===== src/logic/l2_bus_pkg.sv =====
// shared L2 read bus definitions for the cache, the uncached port, the arbiter and the memory
package l2_bus_pkg;

  localparam int L2_ADDR_W  = 16;
  localparam int L2_DATA_W  = 64;
  localparam int L2_OFS_W   = 3;   // byte offset inside a line
  localparam int L2_LINES   = 256;
  localparam int L2_IDX_W   = $clog2(L2_LINES);
  localparam int L2_TAG_W   = 1;
  localparam int L2_LATENCY = 3;
  localparam int UC_WORD_W  = 32;

  typedef logic [L2_ADDR_W-1:0] l2_addr_t;
  typedef logic [L2_DATA_W-1:0] l2_data_t;
  typedef logic [L2_IDX_W-1:0]  l2_idx_t;
  typedef logic [L2_TAG_W-1:0]  l2_tag_t;
  typedef logic [UC_WORD_W-1:0] uc_word_t;

  localparam l2_tag_t L2_TAG_IC = 1'b0;
  localparam l2_tag_t L2_TAG_UC = 1'b1;

  typedef struct packed {
    logic     valid;
    l2_addr_t addr;
    l2_tag_t  tag;
  } l2_req_t;

  typedef struct packed {
    logic     valid;
    l2_tag_t  tag;
    l2_data_t data;
  } l2_resp_t;

  typedef struct packed {
    logic     valid;
    l2_addr_t addr;
  } uc_req_t;

  typedef struct packed {
    logic     valid;
    uc_word_t data;
  } uc_resp_t;

endpackage


===== src/logic/l2_arbiter.sv =====
// round-robin arbiter putting the cache and the uncached port on one L2 memory
module l2_arbiter (
  input  logic                 i_clk,
  input  logic                 i_reset_n,
  input  l2_bus_pkg::l2_req_t  i_ic_req,
  input  l2_bus_pkg::l2_req_t  i_uc_req,
  output logic                 o_ic_grant,
  output logic                 o_uc_grant,
  output l2_bus_pkg::l2_req_t  o_mem_req,
  input  l2_bus_pkg::l2_resp_t i_mem_resp,
  output l2_bus_pkg::l2_resp_t o_resp
);
  import l2_bus_pkg::*;

  l2_tag_t r_last;  // requester granted last time

  // on a tie the peer that lost last time goes first
  assign o_ic_grant = i_ic_req.valid & (~i_uc_req.valid | (r_last == L2_TAG_UC));
  assign o_uc_grant = i_uc_req.valid & ~o_ic_grant;

  always_ff @(posedge i_clk, negedge i_reset_n) begin
    if (!i_reset_n) begin
      r_last <= L2_TAG_UC;  // cache wins the first tie
    end else begin
      if (o_ic_grant) begin
        r_last <= L2_TAG_IC;
      end else if (o_uc_grant) begin
        r_last <= L2_TAG_UC;
      end
    end
  end

  // idle bus forwards the cache request with valid low
  assign o_mem_req = o_uc_grant ? i_uc_req : i_ic_req;

  // both peers see every response and pick theirs by tag
  assign o_resp = i_mem_resp;

endmodule


===== config.mk =====
export PLATFORM = sky130hd
export DESIGN_NAME = l2_arbiter
export DESIGN_NICKNAME = d
export VERILOG_FILES = /design/src/logic/l2_bus_pkg.sv /design/src/logic/l2_arbiter.sv
export SDC_FILE = /design/constraint.sdc
export NUM_CORES = 1
export LEC_CHECK = 0
export BUFFER_PORTS_ARGS = -buffer_cell sky130_fd_sc_hd__buf_4
export CAP_MARGIN = 20
export CORE_AREA = 2 2 73 75
export CTS_BUF_LIST = sky130_fd_sc_hd__clkbuf_8
export CTS_CLUSTER_SIZE = 40
export DETAILED_ROUTE_END_ITERATION = 7
export DIE_AREA = 0 0 75 77
export GPL_TIMING_DRIVEN = 0
export HOLD_SLACK_MARGIN = 0.06
export PLACE_DENSITY_LB_ADDON = 0.08
export SYNTH_ARGS = -nofsm -noshare
export SYNTH_HDL_FRONTEND = slang
export SYNTH_SLANG_ARGS = --single-unit

===== constraint.sdc =====
create_clock -name i_clk -period 1.48 [get_ports i_clk]
set_clock_uncertainty 0.15 [all_clocks]
set_input_delay 0.148 -clock i_clk [delete_from_list [all_inputs] [get_ports i_clk]]
set_output_delay 0.148 -clock i_clk [all_outputs]
set_load 0.02 [all_outputs]

==> flow_metrics.env <==
export IMPL_io_buffers=123
export IMPL_period_share_pct=104
export IMPL_power_share_combinational_pct=95.3
export IMPL_yosysTopAreaCell="buf_4"
export IMPL_core_sq_um=4980
export IMPL_crit_arrival_ns=1.24
export IMPL_boundaryPins=190
export IMPL_die_width_microns=75
export IMPL_clkTransAtPathRegs_ns=0
export IMPL_p_sw_share_pct=39.9
export IMPL_synth_area_leaders="buf_4 61%, mux2_4 17%, mux2_2 11%, dfstp_2 3.2%, buf_12 2.5%"
export IMPL_drv_slew=0
export IMPL_fin_setup_tns_ns=-0.631
export IMPL_diodes=0
export IMPL_status="complete, but fails checks"
export IMPL_viasPerCell=3.43
export IMPL_p_seq_share_pct=4.7
export IMPL_fin_nets=324
export IMPL_relSlewSlack_pct=82.7
export IMPL_grt_pass1_wl_mm=3.77
export IMPL_largest_reg_flops=1
export IMPL_avgRoutedWirePerCell_microns=10.4
export IMPL_crit_type="reg2out"
export IMPL_drtIter0Drc=2
export IMPL_post_dp_hpwl_mm=2.70
export IMPL_setup_ws_ns=-0.0603
export IMPL_power_internal_uw=501
export IMPL_grt_overflow=0
export IMPL_ant_nets=0
export IMPL_vias=988
export IMPL_final_hold_violation_count=0
export IMPL_drc=0
export IMPL_reg2reg_slack_ns=0.46
export IMPL_syn_area_per_cell_sq_um=8.92
export IMPL_syn2layout_area_growth_pct=139
export IMPL_synth_commonest_cells="66 x buf_4, 9 x mux2_4, 8 x mux2_2"
export IMPL_drt_total_wl_mm=3.01
export IMPL_clk_latency_ns=0
export IMPL_async_flop_share_pct=100
export IMPL_syn_area_sq_um=812
export IMPL_max_freq_mhz=649
export IMPL_ys_seq_area_share_pct=3.24
export IMPL_violations="setup timing"
export IMPL_regMostFlops="r_last"
export IMPL_antenna_found_initial=0
export IMPL_worstSetupStartpointType="register"
export IMPL_p_leak_uw=0.00111
export IMPL_grt_total_usage_pct=8.00
export IMPL_p_clk_share_pct=0
export IMPL_power_density_nw_per_um2=429
export IMPL_rows=26
export IMPL_drt_pass1_iterations=4
export IMPL_hp_start="i_ic_req[17]"
export IMPL_synth_top_area_share_pct=61.0
export IMPL_cp_slowest_cell="dfstp_2"
export IMPL_max_stage_delay_ns=0.36
export IMPL_synth_seq_cells=1
export IMPL_required_ns=1.18
export IMPL_grt_max_degree=11
export IMPL_yosys_cell_types_count=11
export IMPL_worstPathMaxFanout=10
export IMPL_final_area_sq_um=1940
export IMPL_synthCells=91
export IMPL_min_path_type="in2reg"
export IMPL_die_area_sq_um=5780
export IMPL_drive_gt1_share_pct=97.7
export IMPL_grt_setup_unrepaired="true"
export IMPL_gp_congestion=0.672
export IMPL_synth_most_common_cell="buf_4"
export IMPL_synth_top_flop_cell="dfstp_2"
export IMPL_reg_top3="r_last: 1 flops"
export IMPL_drv_cap=0
export IMPL_tightest_slew_ns=0.259
export IMPL_grt_pass1_vias=833
export IMPL_final_min_clock_period_ns=1.54
export IMPL_setup_violations=15
export IMPL_post_layout_nonfiller_instances=288
export IMPL_hold_end="r_last"
export IMPL_crit_chain="a21boi_4, buf_12, mux2_4, buf_6"
export IMPL_synth_net_count=195
export IMPL_yosysWarningCount=0
export IMPL_initial_utilization_pct=16.3
export IMPL_dpl_instance_area_sq_um=1820
export IMPL_reg2reg_depth=3
export IMPL_fillCellCount=539
export IMPL_r2r_end="r_last"
export IMPL_cp_end_kind="output pin"
export IMPL_r2r_start="r_last"
export IMPL_synth_edf_count=0
export IMPL_p_sw_uw=332
export IMPL_die_h_microns=77
export IMPL_ir_drop_mv=0.238
export IMPL_total_power_uw=832
export IMPL_hold_depth=2
export IMPL_placed_cells_incl_taps=284
==> kinds of logic after synthesis <==
kind of cell           after synthesis  synth area share, %
AOI/OAI and AO/OA                    3                 3.85
buffers and inverters               68                 63.9
DFF                                  1                 3.24
muxes                               17                 27.7
and+or+nand+nor                      2                 1.23
==> layout make-up <==
| type | instances | area (sq um) | area share, % |
|---|---|---|---|
| buffer | 67 | 515 | 26.5 |
| inverter | 1 | 3.75 | 0.193 |
| multi-input combinational | 22 | 289 | 14.9 |
| sequential | 1 | 26.3 | 1.35 |
| tap | 70 | 87.6 | 4.51 |
| timing repair buffer | 127 | 1020 | 52.5 |
==> worst max-delay path: cells and delay by family, from the launching register on <==
| kind | cells | cell delay [ns] |
|---|---|---|
| AOI/OAI and AO/OA | 1 | 0.25 |
| buffers and inverters | 2 | 0.32 |
| DFF | 1 | 0.36 |
| muxes | 1 | 0.31 |
==> layer usage <==
layer / vias up / GRT usage, % / share of wire, %
li1: 481 / - / -
met1: 405 / 7.37 / 28
met2: 102 / 16.7 / 53
met3: 0 / 3.02 / 20
met4: 0 / 0 / 0
met5: - / 0 / 0
==> power by group through the flow <==
stage	Combinational [uW]	Clock [uW]	Sequential, uW
floorplan	434	0	40.2
global placement	734	0	41.0
detailed placement	735	0	40.9
CTS	801	0	39.4
global route	839	0	39.6
finish	793	0	39.2
==> cells in the final DEF (no fill, tap or decap), types with 2 or more instances in the layout <==
| cell type | instances |
|---|---|
| buf_4 | 175 |
| buf_6 | 17 |
| mux2_2 | 2 |
| mux2_4 | 15 |
==> how the worst max path moves through the flow <==
stage	startpoint	to	cells after the start
finish	r_last	o_mem_req[12]	4
floorplan	r_last	o_mem_req[10]	3
CTS	r_last	o_mem_req[15]	4
global route	r_last	o_mem_req[15]	4
detailed placement	r_last	o_mem_req[15]	4
global placement	r_last	o_mem_req[10]	4
==> what timing repair did <==
| action | CTS | global route |
|---|---|---|
| setup buffers | 3 | 0 |
| setup endpoints to repair | 17 | 17 |
| pin swaps | 1 | 1 |
| hold endpoints to repair | 1 | 0 |
| gates resized for setup | 23 | 0 |
| hold buffers | 1 | 0 |
==> metrics by stage <==
| stage | utilization [%] | setup WS, ns | hold slack, ns |
|---|---|---|---|
| 2_1_floorplan | - | 0.00695 | -0.150 |
| 3_3_place_gp | 36.6 | -0.196 | -0.0685 |
| 3_5_place_dp | 36.6 | -0.206 | -0.0677 |
| 4_1_cts | 39.0 | -0.0856 | 0.191 |
| 5_1_grt | 39.0 | -0.114 | 0.219 |
| 6_report | 39.0 | -0.0603 | 0.190 |
Note: power is estimated with default switching activity, not from simulation.
