==> src/logic/l2_bus_pkg.sv <==
// shared L2 read bus definitions for the cache, the uncached port, the arbiter and the memory
package l2_bus_pkg;

  localparam int L2_ADDR_W  = 16;
  localparam int L2_DATA_W  = 64;
  localparam int L2_OFS_W   = 3;   // byte offset inside a line
  localparam int L2_LINES   = 256;
  localparam int L2_IDX_W   = $clog2(L2_LINES);
  localparam int L2_TAG_W   = 1;
  localparam int L2_LATENCY = 3;
  localparam int UC_WORD_W  = 32;

  typedef logic [L2_ADDR_W-1:0] l2_addr_t;
  typedef logic [L2_DATA_W-1:0] l2_data_t;
  typedef logic [L2_IDX_W-1:0]  l2_idx_t;
  typedef logic [L2_TAG_W-1:0]  l2_tag_t;
  typedef logic [UC_WORD_W-1:0] uc_word_t;

  localparam l2_tag_t L2_TAG_IC = 1'b0;
  localparam l2_tag_t L2_TAG_UC = 1'b1;

  typedef struct packed {
    logic     valid;
    l2_addr_t addr;
    l2_tag_t  tag;
  } l2_req_t;

  typedef struct packed {
    logic     valid;
    l2_tag_t  tag;
    l2_data_t data;
  } l2_resp_t;

  typedef struct packed {
    logic     valid;
    l2_addr_t addr;
  } uc_req_t;

  typedef struct packed {
    logic     valid;
    uc_word_t data;
  } uc_resp_t;

endpackage

==> src/logic/uc_load.sv <==
// uncached word load port, one L2 line read per request, returns the addressed 32-bit half
module uc_load (
  input  logic                 i_clk,
  input  logic                 i_reset_n,
  input  l2_bus_pkg::uc_req_t  i_uc_req,
  output logic                 o_uc_ready,
  output l2_bus_pkg::uc_resp_t o_uc_resp,
  output l2_bus_pkg::l2_req_t  o_l2_req,
  input  logic                 i_l2_grant,
  input  l2_bus_pkg::l2_resp_t i_l2_resp
);
  import l2_bus_pkg::*;

  typedef enum logic [1:0] {UC_IDLE, UC_REQ, UC_WAIT} uc_state_t;

  uc_state_t r_state;
  l2_addr_t  r_addr;
  logic      w_resp_hit;

  assign w_resp_hit = (r_state == UC_WAIT) & i_l2_resp.valid & (i_l2_resp.tag == L2_TAG_UC);

  always_ff @(posedge i_clk, negedge i_reset_n) begin
    if (!i_reset_n) begin
      r_state <= UC_IDLE;
    end else begin
      case (r_state)
        UC_IDLE: if (i_uc_req.valid) r_state <= UC_REQ;
        UC_REQ:  if (i_l2_grant) r_state <= UC_WAIT;
        default: if (w_resp_hit) r_state <= UC_IDLE;
      endcase
    end
  end

  always_ff @(posedge i_clk) begin
    if (i_uc_req.valid & o_uc_ready) begin
      r_addr <= i_uc_req.addr;
    end
  end

  assign o_uc_ready = (r_state == UC_IDLE);

  assign o_l2_req.valid = (r_state == UC_REQ);
  assign o_l2_req.addr  = {r_addr[L2_ADDR_W-1:L2_OFS_W], {L2_OFS_W{1'b0}}};
  assign o_l2_req.tag   = L2_TAG_UC;

  // bit 2 picks the upper word
  assign o_uc_resp.valid = w_resp_hit;
  assign o_uc_resp.data  = i_l2_resp.data[r_addr[L2_OFS_W-1] * UC_WORD_W +: UC_WORD_W];

endmodule

==> config.mk <==
export PLATFORM = sky130hd
export DESIGN_NAME = uc_load
export DESIGN_NICKNAME = d
export VERILOG_FILES = /design/src/logic/l2_bus_pkg.sv /design/src/logic/uc_load.sv
export SDC_FILE = /design/constraint.sdc
export NUM_CORES = 1
export LEC_CHECK = 0
export ABC_AREA = 1
export BUFFER_PORTS_ARGS = -buffer_cell sky130_fd_sc_hd__buf_2
export CORE_MARGIN = 8
export CORE_UTILIZATION = 36
export CTS_BUF_LIST = sky130_fd_sc_hd__clkbuf_8
export DETAILED_ROUTE_END_ITERATION = 16
export GPL_TIMING_DRIVEN = 0
export PLACE_DENSITY = 0.83
export SLEW_MARGIN = 40
export SYNTH_ARGS = -nofsm -noshare
export SYNTH_HDL_FRONTEND = slang
export SYNTH_SLANG_ARGS = --single-unit
==> constraint.sdc <==
create_clock -name i_clk -period 1.65 [get_ports i_clk]
set_input_delay 0.0825 -clock i_clk [delete_from_list [all_inputs] [get_ports i_clk]]
set_output_delay 0.0825 -clock i_clk [all_outputs]
set_load 0.02 [all_outputs]
==> flow_metrics.py <==
metrics = {
    "synth": {
        "synthAdderAreaFrac": 0,
        "yosys_register_bits": 16,
        "yosysUniqueCellTypes": 15,
        "synthMuxAreaShare": 0,
        "synth.area.top_cells": "edfxtp_1 33%, o21ai_2 20%, buf_4 11%",
        "post-synth-top-area-cell": "edfxtp_1",
        "synthSimpleGateAreaFrac": 0.122,
        "synth-xor-area-share": 0,
        "synth-compound-area-share": 0.219,
        "yosys.area.top_type_share": 0.327,
        "synth_area_um2": 1280,
        "netlist_instances": 153,
        "synth_top_family_by_area": "buffers and inverters",
        "synth_area_per_cell_um2": 8.40,
        "ys.warnings.count": 0,
        "ys_seq_area_frac": 0.366,
    },
    "setup_path": {
        "endpoint_kind": "flop",
        "critPathBufInv": 1,
        "cp_slowest_cell": "dfrtp_1",
        "slowest_delay_ns": 0.42,
        "path_max_fanout": 14,
        "critPathLaunchType": "flop",
        "critical_path_class": "reg2reg",
        "cp.arrival_ns": 1.30,
        "critPathTopFamily": "flip-flops",
        "required_ns": 1.53,
        "critical_path.cell_chain": "nor2_1 > nand2_1 > inv_1",
    },
    "global_route": {
        "track_usage": 0.130,
        "grt_pass1_wl_um": 5750,
        "grt_max_degree": 15,
        "antenna_found_initial": 0,
        "overflow": 0,
        "grt_pass1_vias": 1257,
    },
    "layout": {
        "syn_to_final_growth_pct": 62.7,
        "layout_commonest_cell": "buf_2",
        "multi_input_area_um2": 453,
        "regArea_um2": 470,
        "n_fill_cell": 315,
        "drive_gt1_frac": 0.646,
        "finalNonFillerCells": 340,
        "layout.nets": 381,
        "antennaDiodeCount": 0,
        "final_cell_mix": "131 x buf_2, 36 x inv_1, 35 x nand2_1, 29 x o21ai_2, 18 x buf_4",
        "postLayoutCoreUtil": 0.617,
    },
    "sta": {
        "finalHoldViolCount": 0,
        "setup_violations": 0,
        "slew_headroom": 0.649,
        "maxSlewViolCount": 0,
        "layout_min_cycle_time_ns": 1.42,
        "post-route-period-util": 0.861,
        "tightest_slew_ns": 0.526,
        "rsz0062_at_grt": "no",
        "clock_skew_ns": 0.00301,
        "fmax_mhz": 704,
        "fin_tns_setup_ns": 0,
    },
    "placement": {
        "portBuffers": 131,
        "dpl.cell_count": 332,
        "dp.final_hpwl_um": 3740,
        "place_congestion": 0.734,
    },
    "clocking": {
        "cts_tree": "built",
        "numCtsBuffers": 3,
        "cts_setup_buffers": 0,
        "clockBufferDepth": 2,
        "clock_latency_ns": 0.24,
        "clock-sinks": 16,
        "path_clk_slew_ns": 0.06,
        "h-tree-depth": 1,
        "root_buffer": "clkbuf_8",
    },
    "pwr": {
        "vdd_drop_max_uv": 759,
        "p_int_mw": 1.17,
        "power_leakage_nw": 1.24,
        "p_per_area_nw_per_um2": 956,
        "swShare": 0.413,
        "sequentialPowerShare": 0.297,
        "switchingPower_mw": 0.825,
        "p_comb_frac": 0.558,
        "p_clk_frac": 0.145,
    },
    "drt": {
        "viasPerCell": 4.15,
        "drc": 0,
        "wl_um": 4290,
        "wl_per_cell_um": 12.6,
        "firstDrtPassIters": 4,
        "drtIter0Drc": 16,
        "ant_nets": 0,
        "vias": 1410,
    },
    "die": {
        "die_area_um2": 5740,
        "core_um2": 3390,
        "initial_utilization": 0.379,
        "die_w_um": 75.7,
        "die_h_um": 75.7,
        "ios": 138,
        "rows": 21,
    },
    "status": {
        "outcome": "completed",
    },
    "flow_run": {
        "maxCapViolations": 0,
    },
    "worst_hold_path": {
        "min_path_type": "in2reg",
    },
}
-- worst register-to-register path: stages (launching register included) --
cell and delay [ns]:
dfrtp_1 0.42, nor2_1 0.15, nand2_1 0.08, inv_1 0.40
-- power groups by stage --
stage	registers, mW	clock network, mW	logic [mW]
global route	0.605	0.321	1.21
detailed placement	0.599	0	1.12
CTS	0.594	0.300	1.12
floorplan	0.588	0	0.763
finish	0.593	0.290	1.12
global placement	0.597	0	1.10
-- synthesized netlist by cell type --
library cell / n
buf_12: 1
buf_4: 18
buf_6: 3
buf_8: 3
conb_1: 2
dfrtp_1: 2
edfxtp_1: 14
inv_1: 36
nand2_1: 35
nand2_2: 2
nor2_1: 2
nor3_1: 1
o21ai_0: 4
o21ai_2: 29
o21bai_1: 1
-- logic make-up after synthesis --
group / Yosys count
DFF: 16
other: 2
and+or+nand+nor: 40
buffers and inverters: 61
AOI/OAI and AO/OA: 34
-- stage by stage --
stage / cell area, um^2 / hold slack, ns / setup WS [ns] / total power, mW
after CTS: 2060 / 0.00448 / 0.242 / 2.02
after global routing: 2090 / 0.00133 / 0.105 / 2.14
after floorplan: 1290 / -0.213 / 0.143 / 1.35
after global placement: 2010 / -0.129 / 0.276 / 1.70
after detailed placement: 2010 / -0.131 / 0.265 / 1.72
final: 2090 / 0.0104 / 0.229 / 2.00
-- worst paths after layout --
path                                        start                     end  slack (ns)  depth (start not counted)
hold reg to reg            r_state[1]$_DFFE_PN0P_  r_state[0]$_DFFE_PN0P_        0.57                          2
min in group asynchronous               i_reset_n  r_state[0]$_DFFE_PN0P_        0.14                          2
setup reg to reg           r_state[0]$_DFFE_PN0P_    r_addr[14]$_DFFE_PP_        0.23                          3
setup / recovery           r_state[0]$_DFFE_PN0P_    r_addr[14]$_DFFE_PP_        0.23                          3
max in group asynchronous               i_reset_n  r_state[1]$_DFFE_PN0P_        1.42                          2
hold / removal                       i_uc_req[12]    r_addr[12]$_DFFE_PP_        0.01                          1
-- flip-flops by register name (all words and copies together) (netlist names) --
signal / count
r_addr: 14
r_state: 2
-- final cells by class --
cell class	count	area share
tap	46	0.0275
timing repair buffer	135	0.333
clock inverter	1	0.00180
multi-input combinational	78	0.217
inverter	36	0.0646
buffer	25	0.112
clock buffer	3	0.0197
sequential	16	0.225
-- routing by layer --
layer	vias to the layer above	wire length [um]	GRT usage	share of wire
met4	0	61	0.0448	0.014
met3	6	739	0.0618	0.17
met2	86	2160	0.237	0.50
met5	-	0	0	0
li1	729	-	-	-
met1	589	1330	0.125	0.31
-- repair_timing --
action                                 4_1_cts  5_1_grt
endpoints found under the hold margin        2        3
gates resized for setup                      0        0
hold buffers                                 1        3
Note: power is estimated with default switching activity, not from simulation.
