**config.mk**
```make
export PLATFORM = sky130hd
export DESIGN_NAME = icache
export DESIGN_NICKNAME = d
export VERILOG_FILES = /design/src/logic/l2_bus_pkg.sv /design/src/logic/icache_conf_pkg.sv /design/src/logic/icache.sv /design/src/logic/data_array.sv /design/src/logic/tag_array.sv
export SDC_FILE = /design/constraint.sdc
export NUM_CORES = 2
export LEC_CHECK = 0
export BUFFER_PORTS_ARGS = -buffer_cell sky130_fd_sc_hd__buf_2
export CORE_MARGIN = 1.5
export CORE_UTILIZATION = 40
export DETAILED_ROUTE_END_ITERATION = 7
export PLACE_DENSITY = 0.65
export REMOVE_ABC_BUFFERS = 1
export SLEW_MARGIN = 25
export SYNTH_ARGS = -nofsm -noshare
export SYNTH_HDL_FRONTEND = slang
export SYNTH_HIERARCHICAL = 1
export SYNTH_SLANG_ARGS = --single-unit
export TNS_END_PERCENT = 5
```
**constraint.sdc**
```tcl
create_clock -name i_clk -period 8.1 [get_ports i_clk]
set_input_delay 0 -clock i_clk [delete_from_list [all_inputs] [get_ports i_clk]]
set_output_delay 0 -clock i_clk [all_outputs]
set_load 0.01 [all_outputs]
```
**src/logic/l2_bus_pkg.sv**
```systemverilog
// shared L2 read bus definitions for the cache, the uncached port, the arbiter and the memory
package l2_bus_pkg;

  localparam int L2_ADDR_W  = 16;
  localparam int L2_DATA_W  = 64;
  localparam int L2_OFS_W   = 3;   // byte offset inside a line
  localparam int L2_LINES   = 256;
  localparam int L2_IDX_W   = $clog2(L2_LINES);
  localparam int L2_TAG_W   = 1;
  localparam int L2_LATENCY = 3;
  localparam int UC_WORD_W  = 32;

  typedef logic [L2_ADDR_W-1:0] l2_addr_t;
  typedef logic [L2_DATA_W-1:0] l2_data_t;
  typedef logic [L2_IDX_W-1:0]  l2_idx_t;
  typedef logic [L2_TAG_W-1:0]  l2_tag_t;
  typedef logic [UC_WORD_W-1:0] uc_word_t;

  localparam l2_tag_t L2_TAG_IC = 1'b0;
  localparam l2_tag_t L2_TAG_UC = 1'b1;

  typedef struct packed {
    logic     valid;
    l2_addr_t addr;
    l2_tag_t  tag;
  } l2_req_t;

  typedef struct packed {
    logic     valid;
    l2_tag_t  tag;
    l2_data_t data;
  } l2_resp_t;

  typedef struct packed {
    logic     valid;
    l2_addr_t addr;
  } uc_req_t;

  typedef struct packed {
    logic     valid;
    uc_word_t data;
  } uc_resp_t;

endpackage

```
**src/logic/icache_conf_pkg.sv**
```systemverilog
// icache geometry, address fields and fetch-side structs, imported by the cache and the top
package icache_conf_pkg;

  localparam int VADDR_W       = 16;
  localparam int ICACHE_WAYS   = 2;
  localparam int ICACHE_SET_W  = 4;
  localparam int ICACHE_SETS   = 1 << ICACHE_SET_W;
  localparam int ICACHE_LINE_B = 8;
  localparam int ICACHE_OFS_W  = 3;
  localparam int ICACHE_LINE_W = ICACHE_LINE_B * 8;
  localparam int ICACHE_TAG_W  = VADDR_W - ICACHE_SET_W - ICACHE_OFS_W;

  typedef logic [VADDR_W-1:0]              vaddr_t;
  typedef logic [VADDR_W-ICACHE_OFS_W-1:0] laddr_t;  // line-aligned address
  typedef logic [ICACHE_LINE_W-1:0]        line_t;
  typedef logic [ICACHE_LINE_B-1:0]        be_t;
  typedef logic [ICACHE_TAG_W-1:0]         tag_t;
  typedef logic [ICACHE_SET_W-1:0]         set_t;
  typedef logic                            way_t;

  typedef struct packed {
    logic   valid;
    vaddr_t vaddr;
  } ic_req_t;

  typedef struct packed {
    logic   valid;
    laddr_t addr;
    line_t  data;
    be_t    be;
  } ic_resp_t;

endpackage
```
**src/logic/icache.sv**
```systemverilog
// two-way instruction cache with a three-stage lookup and a single-line refill over the L2 bus
module icache (
  input  logic                      i_clk,
  input  logic                      i_reset_n,
  input  logic                      i_flush_valid,
  input  logic                      i_fence_i,
  input  icache_conf_pkg::ic_req_t  i_s0_req,
  output logic                      o_s0_ready,
  output icache_conf_pkg::ic_resp_t o_s2_resp,
  output logic                      o_s2_miss,
  output icache_conf_pkg::vaddr_t   o_s2_miss_vaddr,
  output l2_bus_pkg::l2_req_t       o_l2_req,
  input  logic                      i_l2_grant,
  input  l2_bus_pkg::l2_resp_t      i_l2_resp
);
  import icache_conf_pkg::*;
  import l2_bus_pkg::*;

  typedef enum logic [1:0] {ST_IDLE, ST_REQ, ST_WAIT, ST_WAIT_INV} miss_state_t;

  miss_state_t            r_state;
  logic                   w_s0_fire;
  logic                   r_s1_valid;
  vaddr_t                 r_s1_vaddr;
  logic [ICACHE_WAYS-1:0] w_s1_hit_oh;
  logic                   r_s2_valid;
  vaddr_t                 r_s2_vaddr;
  logic [ICACHE_WAYS-1:0] r_s2_hit_oh;
  line_t                  w_s2_data [ICACHE_WAYS];
  line_t                  w_s2_line;
  vaddr_t                 r_miss_vaddr;
  vaddr_t                 w_req_vaddr;
  way_t                   r_victim [ICACHE_SETS];
  logic                   w_fill;
  set_t                   w_fill_set;
  way_t                   w_fill_way;
  set_t                   w_tag_addr;
  set_t                   w_dat_addr;

  assign w_s0_fire  = i_s0_req.valid & o_s0_ready;
  assign w_fill     = i_l2_resp.valid & (i_l2_resp.tag == L2_TAG_IC) &
                      ((r_state == ST_WAIT) | (r_state == ST_WAIT_INV));
  assign w_fill_set = r_miss_vaddr[ICACHE_OFS_W +: ICACHE_SET_W];
  assign w_fill_way = r_victim[w_fill_set];

  // fetch is stalled during a fill, so the arrays never see both
  assign w_tag_addr = w_fill ? w_fill_set : i_s0_req.vaddr[ICACHE_OFS_W +: ICACHE_SET_W];
  assign w_dat_addr = w_fill ? w_fill_set : r_s1_vaddr[ICACHE_OFS_W +: ICACHE_SET_W];

  for (genvar w = 0; w < ICACHE_WAYS; w++) begin : g_way
    logic w_way_fill;
    logic w_tag_valid;
    tag_t w_tag;

    assign w_way_fill = w_fill & (w_fill_way == way_t'(w));

    tag_array #(.WIDTH(ICACHE_TAG_W), .DEPTH(ICACHE_SETS)) u_tag (
      .i_clk       (i_clk),
      .i_reset_n   (i_reset_n),
      .i_tag_clear (i_fence_i),
      .i_wr        (w_way_fill & (r_state == ST_WAIT)),  // invalidated fill leaves tag invalid
      .i_addr      (w_tag_addr),
      .i_tag       (r_miss_vaddr[VADDR_W-1 -: ICACHE_TAG_W]),
      .o_tag       (w_tag),
      .o_tag_valid (w_tag_valid)
    );

    data_array #(.WIDTH(ICACHE_LINE_W), .DEPTH(ICACHE_SETS)) u_data (
      .i_clk  (i_clk),
      .i_wr   (w_way_fill),
      .i_addr (w_dat_addr),
      .i_data (i_l2_resp.data),
      .o_data (w_s2_data[w])
    );

    assign w_s1_hit_oh[w] = w_tag_valid & (w_tag == r_s1_vaddr[VADDR_W-1 -: ICACHE_TAG_W]);
  end

  // ========================================
  // lookup pipeline
  // ========================================
  always_ff @(posedge i_clk, negedge i_reset_n) begin
    if (!i_reset_n) begin
      r_s1_valid <= 1'b0;
      r_s2_valid <= 1'b0;
    end else begin
      r_s1_valid <= w_s0_fire;
      r_s2_valid <= r_s1_valid & ~i_flush_valid & ~o_s2_miss;  // drop the one behind a miss
    end
  end

  always_ff @(posedge i_clk) begin
    r_s1_vaddr  <= i_s0_req.vaddr;
    r_s2_vaddr  <= r_s1_vaddr;
    r_s2_hit_oh <= w_s1_hit_oh;
  end

  always_comb begin
    w_s2_line = '0;
    for (int i = 0; i < ICACHE_WAYS; i++) begin
      w_s2_line |= w_s2_data[i] & {ICACHE_LINE_W{r_s2_hit_oh[i]}};
    end
  end

  assign o_s2_resp.valid = r_s2_valid & (|r_s2_hit_oh) & ~i_flush_valid;
  assign o_s2_resp.addr  = r_s2_vaddr[VADDR_W-1:ICACHE_OFS_W];
  assign o_s2_resp.data  = w_s2_line;
  assign o_s2_resp.be    = {ICACHE_LINE_B{1'b1}} << r_s2_vaddr[ICACHE_OFS_W-1:0];

  assign o_s2_miss       = r_s2_valid & ~(|r_s2_hit_oh) & ~i_flush_valid;
  assign o_s2_miss_vaddr = r_s2_vaddr;
  assign o_s0_ready      = (r_state == ST_IDLE) & ~o_s2_miss;

  // ========================================
  // miss handling
  // ========================================
  always_ff @(posedge i_clk, negedge i_reset_n) begin
    if (!i_reset_n) begin
      r_state <= ST_IDLE;
    end else begin
      case (r_state)
        ST_IDLE: begin
          if (o_s2_miss) begin
            if (!i_l2_grant) begin
              r_state <= ST_REQ;
            end else begin
              r_state <= i_fence_i ? ST_WAIT_INV : ST_WAIT;
            end
          end
        end
        ST_REQ: begin
          // read not issued yet, so a fence here still gets fresh data
          if (i_l2_grant) begin
            r_state <= i_fence_i ? ST_WAIT_INV : ST_WAIT;
          end
        end
        ST_WAIT: begin
          if (w_fill) begin
            r_state <= ST_IDLE;
          end else if (i_fence_i) begin
            r_state <= ST_WAIT_INV;
          end
        end
        default: begin
          if (w_fill) begin
            r_state <= ST_IDLE;
          end
        end
      endcase
    end
  end

  always_ff @(posedge i_clk) begin
    if (r_state == ST_IDLE) begin
      r_miss_vaddr <= r_s2_vaddr;  // last idle cycle holds the miss
    end
  end

  always_ff @(posedge i_clk, negedge i_reset_n) begin
    if (!i_reset_n) begin
      for (int i = 0; i < ICACHE_SETS; i++) begin
        r_victim[i] <= 1'b0;
      end
    end else if (w_fill) begin
      r_victim[w_fill_set] <= ~r_victim[w_fill_set];
    end
  end

  // request goes out in the miss cycle itself
  assign w_req_vaddr    = (r_state == ST_IDLE) ? r_s2_vaddr : r_miss_vaddr;
  assign o_l2_req.valid = (r_state == ST_REQ) | ((r_state == ST_IDLE) & o_s2_miss);
  assign o_l2_req.addr  = {w_req_vaddr[VADDR_W-1:ICACHE_OFS_W], {ICACHE_OFS_W{1'b0}}};
  assign o_l2_req.tag   = L2_TAG_IC;

endmodule

```
**src/logic/data_array.sv**
```systemverilog
// single-port line memory for one cache way, data appears the cycle after the address
module data_array #(
  parameter int WIDTH = 64,
  parameter int DEPTH = 16
) (
  input  logic                     i_clk,
  input  logic                     i_wr,
  input  logic [$clog2(DEPTH)-1:0] i_addr,
  input  logic [WIDTH-1:0]         i_data,
  output logic [WIDTH-1:0]         o_data
);

  logic [WIDTH-1:0] r_mem [DEPTH];

  always_ff @(posedge i_clk) begin
    if (i_wr) begin
      r_mem[i_addr] <= i_data;
    end
    o_data <= r_mem[i_addr];
  end

endmodule

```
**src/logic/tag_array.sv**
```systemverilog
// tag store for one cache way, registered read, valid bits cleared together by fence
module tag_array #(
  parameter int WIDTH = 9,
  parameter int DEPTH = 16
) (
  input  logic                     i_clk,
  input  logic                     i_reset_n,
  input  logic                     i_tag_clear,
  input  logic                     i_wr,
  input  logic [$clog2(DEPTH)-1:0] i_addr,
  input  logic [WIDTH-1:0]         i_tag,
  output logic [WIDTH-1:0]         o_tag,
  output logic                     o_tag_valid
);

  logic [WIDTH-1:0] r_tag [DEPTH];
  logic [DEPTH-1:0] r_valid;

  always_ff @(posedge i_clk) begin
    if (i_wr) begin
      r_tag[i_addr] <= i_tag;
    end
    o_tag <= r_tag[i_addr];  // old contents on a same-cycle write
  end

  always_ff @(posedge i_clk, negedge i_reset_n) begin
    if (!i_reset_n) begin
      r_valid     <= '0;
      o_tag_valid <= 1'b0;
    end else begin
      if (i_tag_clear) begin
        r_valid <= '0;  // clear wins over a write
      end else if (i_wr) begin
        r_valid[i_addr] <= 1'b1;
      end
      o_tag_valid <= r_valid[i_addr];
    end
  end

endmodule

```
==> key figures <==
Clock tree
  – Clk slew on worst S/H paths: 0.06 ns
  – Clock Tree Buf Depth: 4
  – Clk Latency, worst-skew pair: approximately 0.94 ns
  – H-tree Lvls: 5
  – Num CTS Buffers: 280
  – Post-CTS Repair Setup Buffers: 0
  – CTS root buf: clkbuf_16
  – Clock tree from TritonCTS: built
  – Sink Count: 2583

Critical path
  – Cell Chain, Critical Path: mux4_1 > mux2i_1 > a22o_1 > or3b_2 > nor2_4 > buf_4 > buf_4
  – CP arrival: 5.56 ns
  – Crit path kind: flop to flop
  – CP Launch Type: flop
  – Max FO, Critical Path: 30
  – Critical Path End Type: flop
  – CP max stage cell: mux2i_1
  – WP data required: around 8.6 ns
  – CP delay by family, top: multiplexers
  – CP peak stage delay: roughly 0.63 ns
  – Critical path buffers and inverters: 2
  – Top cell by count, worst path: buf_4

Place
  – Port buffer count: 204
  – RD Place Congestion: between 0.7 and 0.8
  – HPWL after detailed placement: approximately 120000 um

Floorplan
  – I/O pin count: between 200 and 250
  – Die H: 491.3 um
  – Floorplan Core Area: around 240000 um^2
  – Starting Density: 0.4017
  – Die Width: 491.3 um
  – Core Rows: between 150 and 200
  – Die footprint: roughly 240000 um^2

STA
  – Final setup skew: around 0.094 ns
  – Fin crit share: 0.6265
  – Slew HR: 0.2192
  – Fin. max-slew vios: 0
  – Slew @ Worst Pin: 1.171 ns
  – Fin Setup TNS: 0 ns
  – Minimum clock period: a little over 5 ns
  – Final setup viols: 0
  – Fmax: just under 0.2 GHz
  – Final hold vios: 0
  – RSZ-0062 raised after global routing: no

Layout
  – Fill cells: just under 20000
  – Area Growth Syn to Fin: 15.57%
  – Area occupied by multi-input gates: around 19000 um^2
  – Nets: 4793
  – Sequential cell area: approximately 75000 um^2
  – Ratio of cells with drive above 1 in the final layout: 0.2727
  – Most frequent cells in the layout: 2336 x edfxtp_1, 562 x mux4_2, 290 x a22oi_1, 289 x clkbuf_16, 204 x buf_2
  – Most common cell after layout, fill and taps aside: edfxtp_1

Yosys
  – FFs w/ async S/R, synth: 0.02091
  – Synth Cell Area: 95370 um^2
  – Synth top area cells: edfxtp_1 74%, mux4_2 13%, dfxtp_1 4.1%
  – Synth Instances: approximately 4300
  – Top FF cell, synth: edfxtp_1
  – Distinct cells, synth: 48
  – Synth Register Bits: about 2600
  – Synthesis Warnings: 6
  – Synth area leader: edfxtp_1
  – Sequential element share of the synthesized area: 0.7902
  – Avg Cell Area, Syn: 22.42 um^2
  – Top cell type's share of synthesized area: 0.7355
  – Post-synth EDFFs: around 2300

Route
  – Vias/cell: between 5 and 6
  – Post-Route WL: around 230000 um
  – Via count: approximately 46000
  – Routed Antenna Nets: 0
  – Drt first pass iters: 5
  – DR iter-0 viols: between 5000 and 6000
  – WL/cell: 28.44 um
  – DRC errors left: 0

GRT
  – Vias in the first global route: ~47000
  – Antenna violations before repair: 20
  – Largest net degree at the start of global routing: 156
  – Tot GR Track Use: 0.1876
  – First-pass GRT wire length: 328800 um
  – Global route overflow: 0

Pwr
  – Pwr/cell area: about 290 nW/um^2
  – Peak supply drop: between 200 and 300 uV
  – Sequential share of power: 0.503
  – NetSw: ~7.4 mW
  – Internal power: around 24 mW
  – Leak: about 36 nW
  – Clock power share: 0.385
  – Post-layout power: between 30 and 40 mW
  – Net Sw Frac: 0.2369
  – Power share of the combinational group: 0.112

Worst hold path
  – Hold Crit Class: input pin to flop

Job
  – # Max-Cap Violations: 0

Status
  – Status: finished, final reports clean
metrics by stage:
| stage | cell area [um^2] | hold slack, ns | worst slack [ns] | std cells | utilization |
|---|---|---|---|---|---|
| 6_report | 110200 | 0.06569 | 3.025 | 8077 | 0.4643 |
| 5_1_grt | 110200 | 0.1007 | 2.797 | 8077 | 0.4643 |
| 4_1_cts | 110100 | 0.02136 | 3.077 | 8072 | 0.4639 |
| 3_5_place_dp | 100400 | 0.1036 | 3.146 | 7479 | 0.4229 |
| 3_3_place_gp | 100300 | 0.1020 | 3.274 | 7477 | 0.4226 |
| 2_1_floorplan | 94130 | -0.2956 | -34.30 | 4007 | - |
registers in the layout (all words and copies together) (netlist names), 16 cells and up:
name and cells:
o_s2_miss_vaddr 16, g_way.u_tag/r_valid 32, g_way.u_tag/o_tag 18, g_way.u_tag/r_tag 288
r_victim 16, g_way.u_data/o_data 128, g_way.u_data/r_mem 2048, r_s1_vaddr 16
power by group through the flow:
stage               combinational (mW)  sequential (mW)  clock (mW)
floorplan                         4.46             15.9           0
CTS                               3.53             15.8        12.3
detailed placement                3.46             16.1           0
finish                            3.51             15.8        12.1
global route                      3.76             15.9        12.8
global placement                  3.43             16.0           0
cell families after synthesis:
group | synth area share
buffers and inverters | 0.01330
AO/OA/AOI/OAI | 0.03196
multiplexers | 0.1456
flip-flops | 0.7902
AND/OR/NAND/NOR | 0.01719
XOR/XNOR | 0.001653
other | 0.00007874
cell type report:
type                            instances  share of cell area
Timing Repair Buffer                  416             0.02853
Clock inverter                        105            0.007844
Tap cell                             3167             0.03595
Clock buffer                          379             0.07060
Sequential cell                      2583              0.6839
Multi-Input combinational cell       1421              0.1730
Antenna cell                            3          0.00006811
Inverter                                3           0.0001022
path summary, 6_finish.rpt:
| path | from | endpoint | slack (ns) | cells past startpoint |
|---|---|---|---|---|
| worst max-delay path | r_miss_vaddr[3]$_DFF_P_ | g_way[0].u_data/r_mem[3][37]$_DFFE_PP_ | 3.03 | 7 |
| worst min-delay path | i_flush_valid | r_s2_valid$_DFF_PN0_ | 0.07 | 4 |
| worst max register to register | r_miss_vaddr[3]$_DFF_P_ | g_way[0].u_data/r_mem[3][37]$_DFFE_PP_ | 3.03 | 7 |
| worst min register to register | r_s1_vaddr[0]$_DFF_P_ | o_s2_miss_vaddr[0]$_DFF_P_ | 0.33 | 0 |
| max in group asynchronous | i_reset_n | r_victim[8]$_DFFE_PN0P_ | 7.23 | 4 |
| min in group asynchronous | i_reset_n | g_way[0].u_tag/r_valid[1]$_DFFE_PN0P_ | 0.30 | 4 |
synth_stat cells (18+ instances only):
cell,n
edfxtp_1,2336
mux4_2,562
a22oi_1,290
dfxtp_1,193
nand2_1,175
clkbuf_1,97
nor2_1,94
buf_2,79
a22o_1,66
dfrtp_1,54
buf_4,35
mux4_1,34
a21oi_1,33
nor3_1,29
buf_1,28
mux2_2,26
xnor2_1,18
metal layers:
layer,share of wire,global-route usage,up-vias
met5,0.00043,0,-
met4,0.026,0.05488,18
met3,0.089,0.04340,447
met2,0.48,0.2946,2213
met1,0.41,0.2621,24500
li1,-,-,18800
worst register-to-register path, delay by kind of cell, from the launching register on:
kind / cells / cell delay (ns)
AO/OA/AOI/OAI: 1 / 0.48
buffers and inverters: 2 / 1.11
flip-flops: 1 / 0.62
multiplexers: 2 / 1.25
AND/OR/NAND/NOR: 2 / 1.11
repair_timing:
| item | 4_1_cts | 5_1_grt |
|---|---|---|
| resized for setup | 0 | 0 |
| hold buffers | 109 | 0 |
| setup endpoints to repair | 0 | 0 |
| endpoints found under the hold margin | 2178 | 0 |
(Power assumes the default switching activity.)
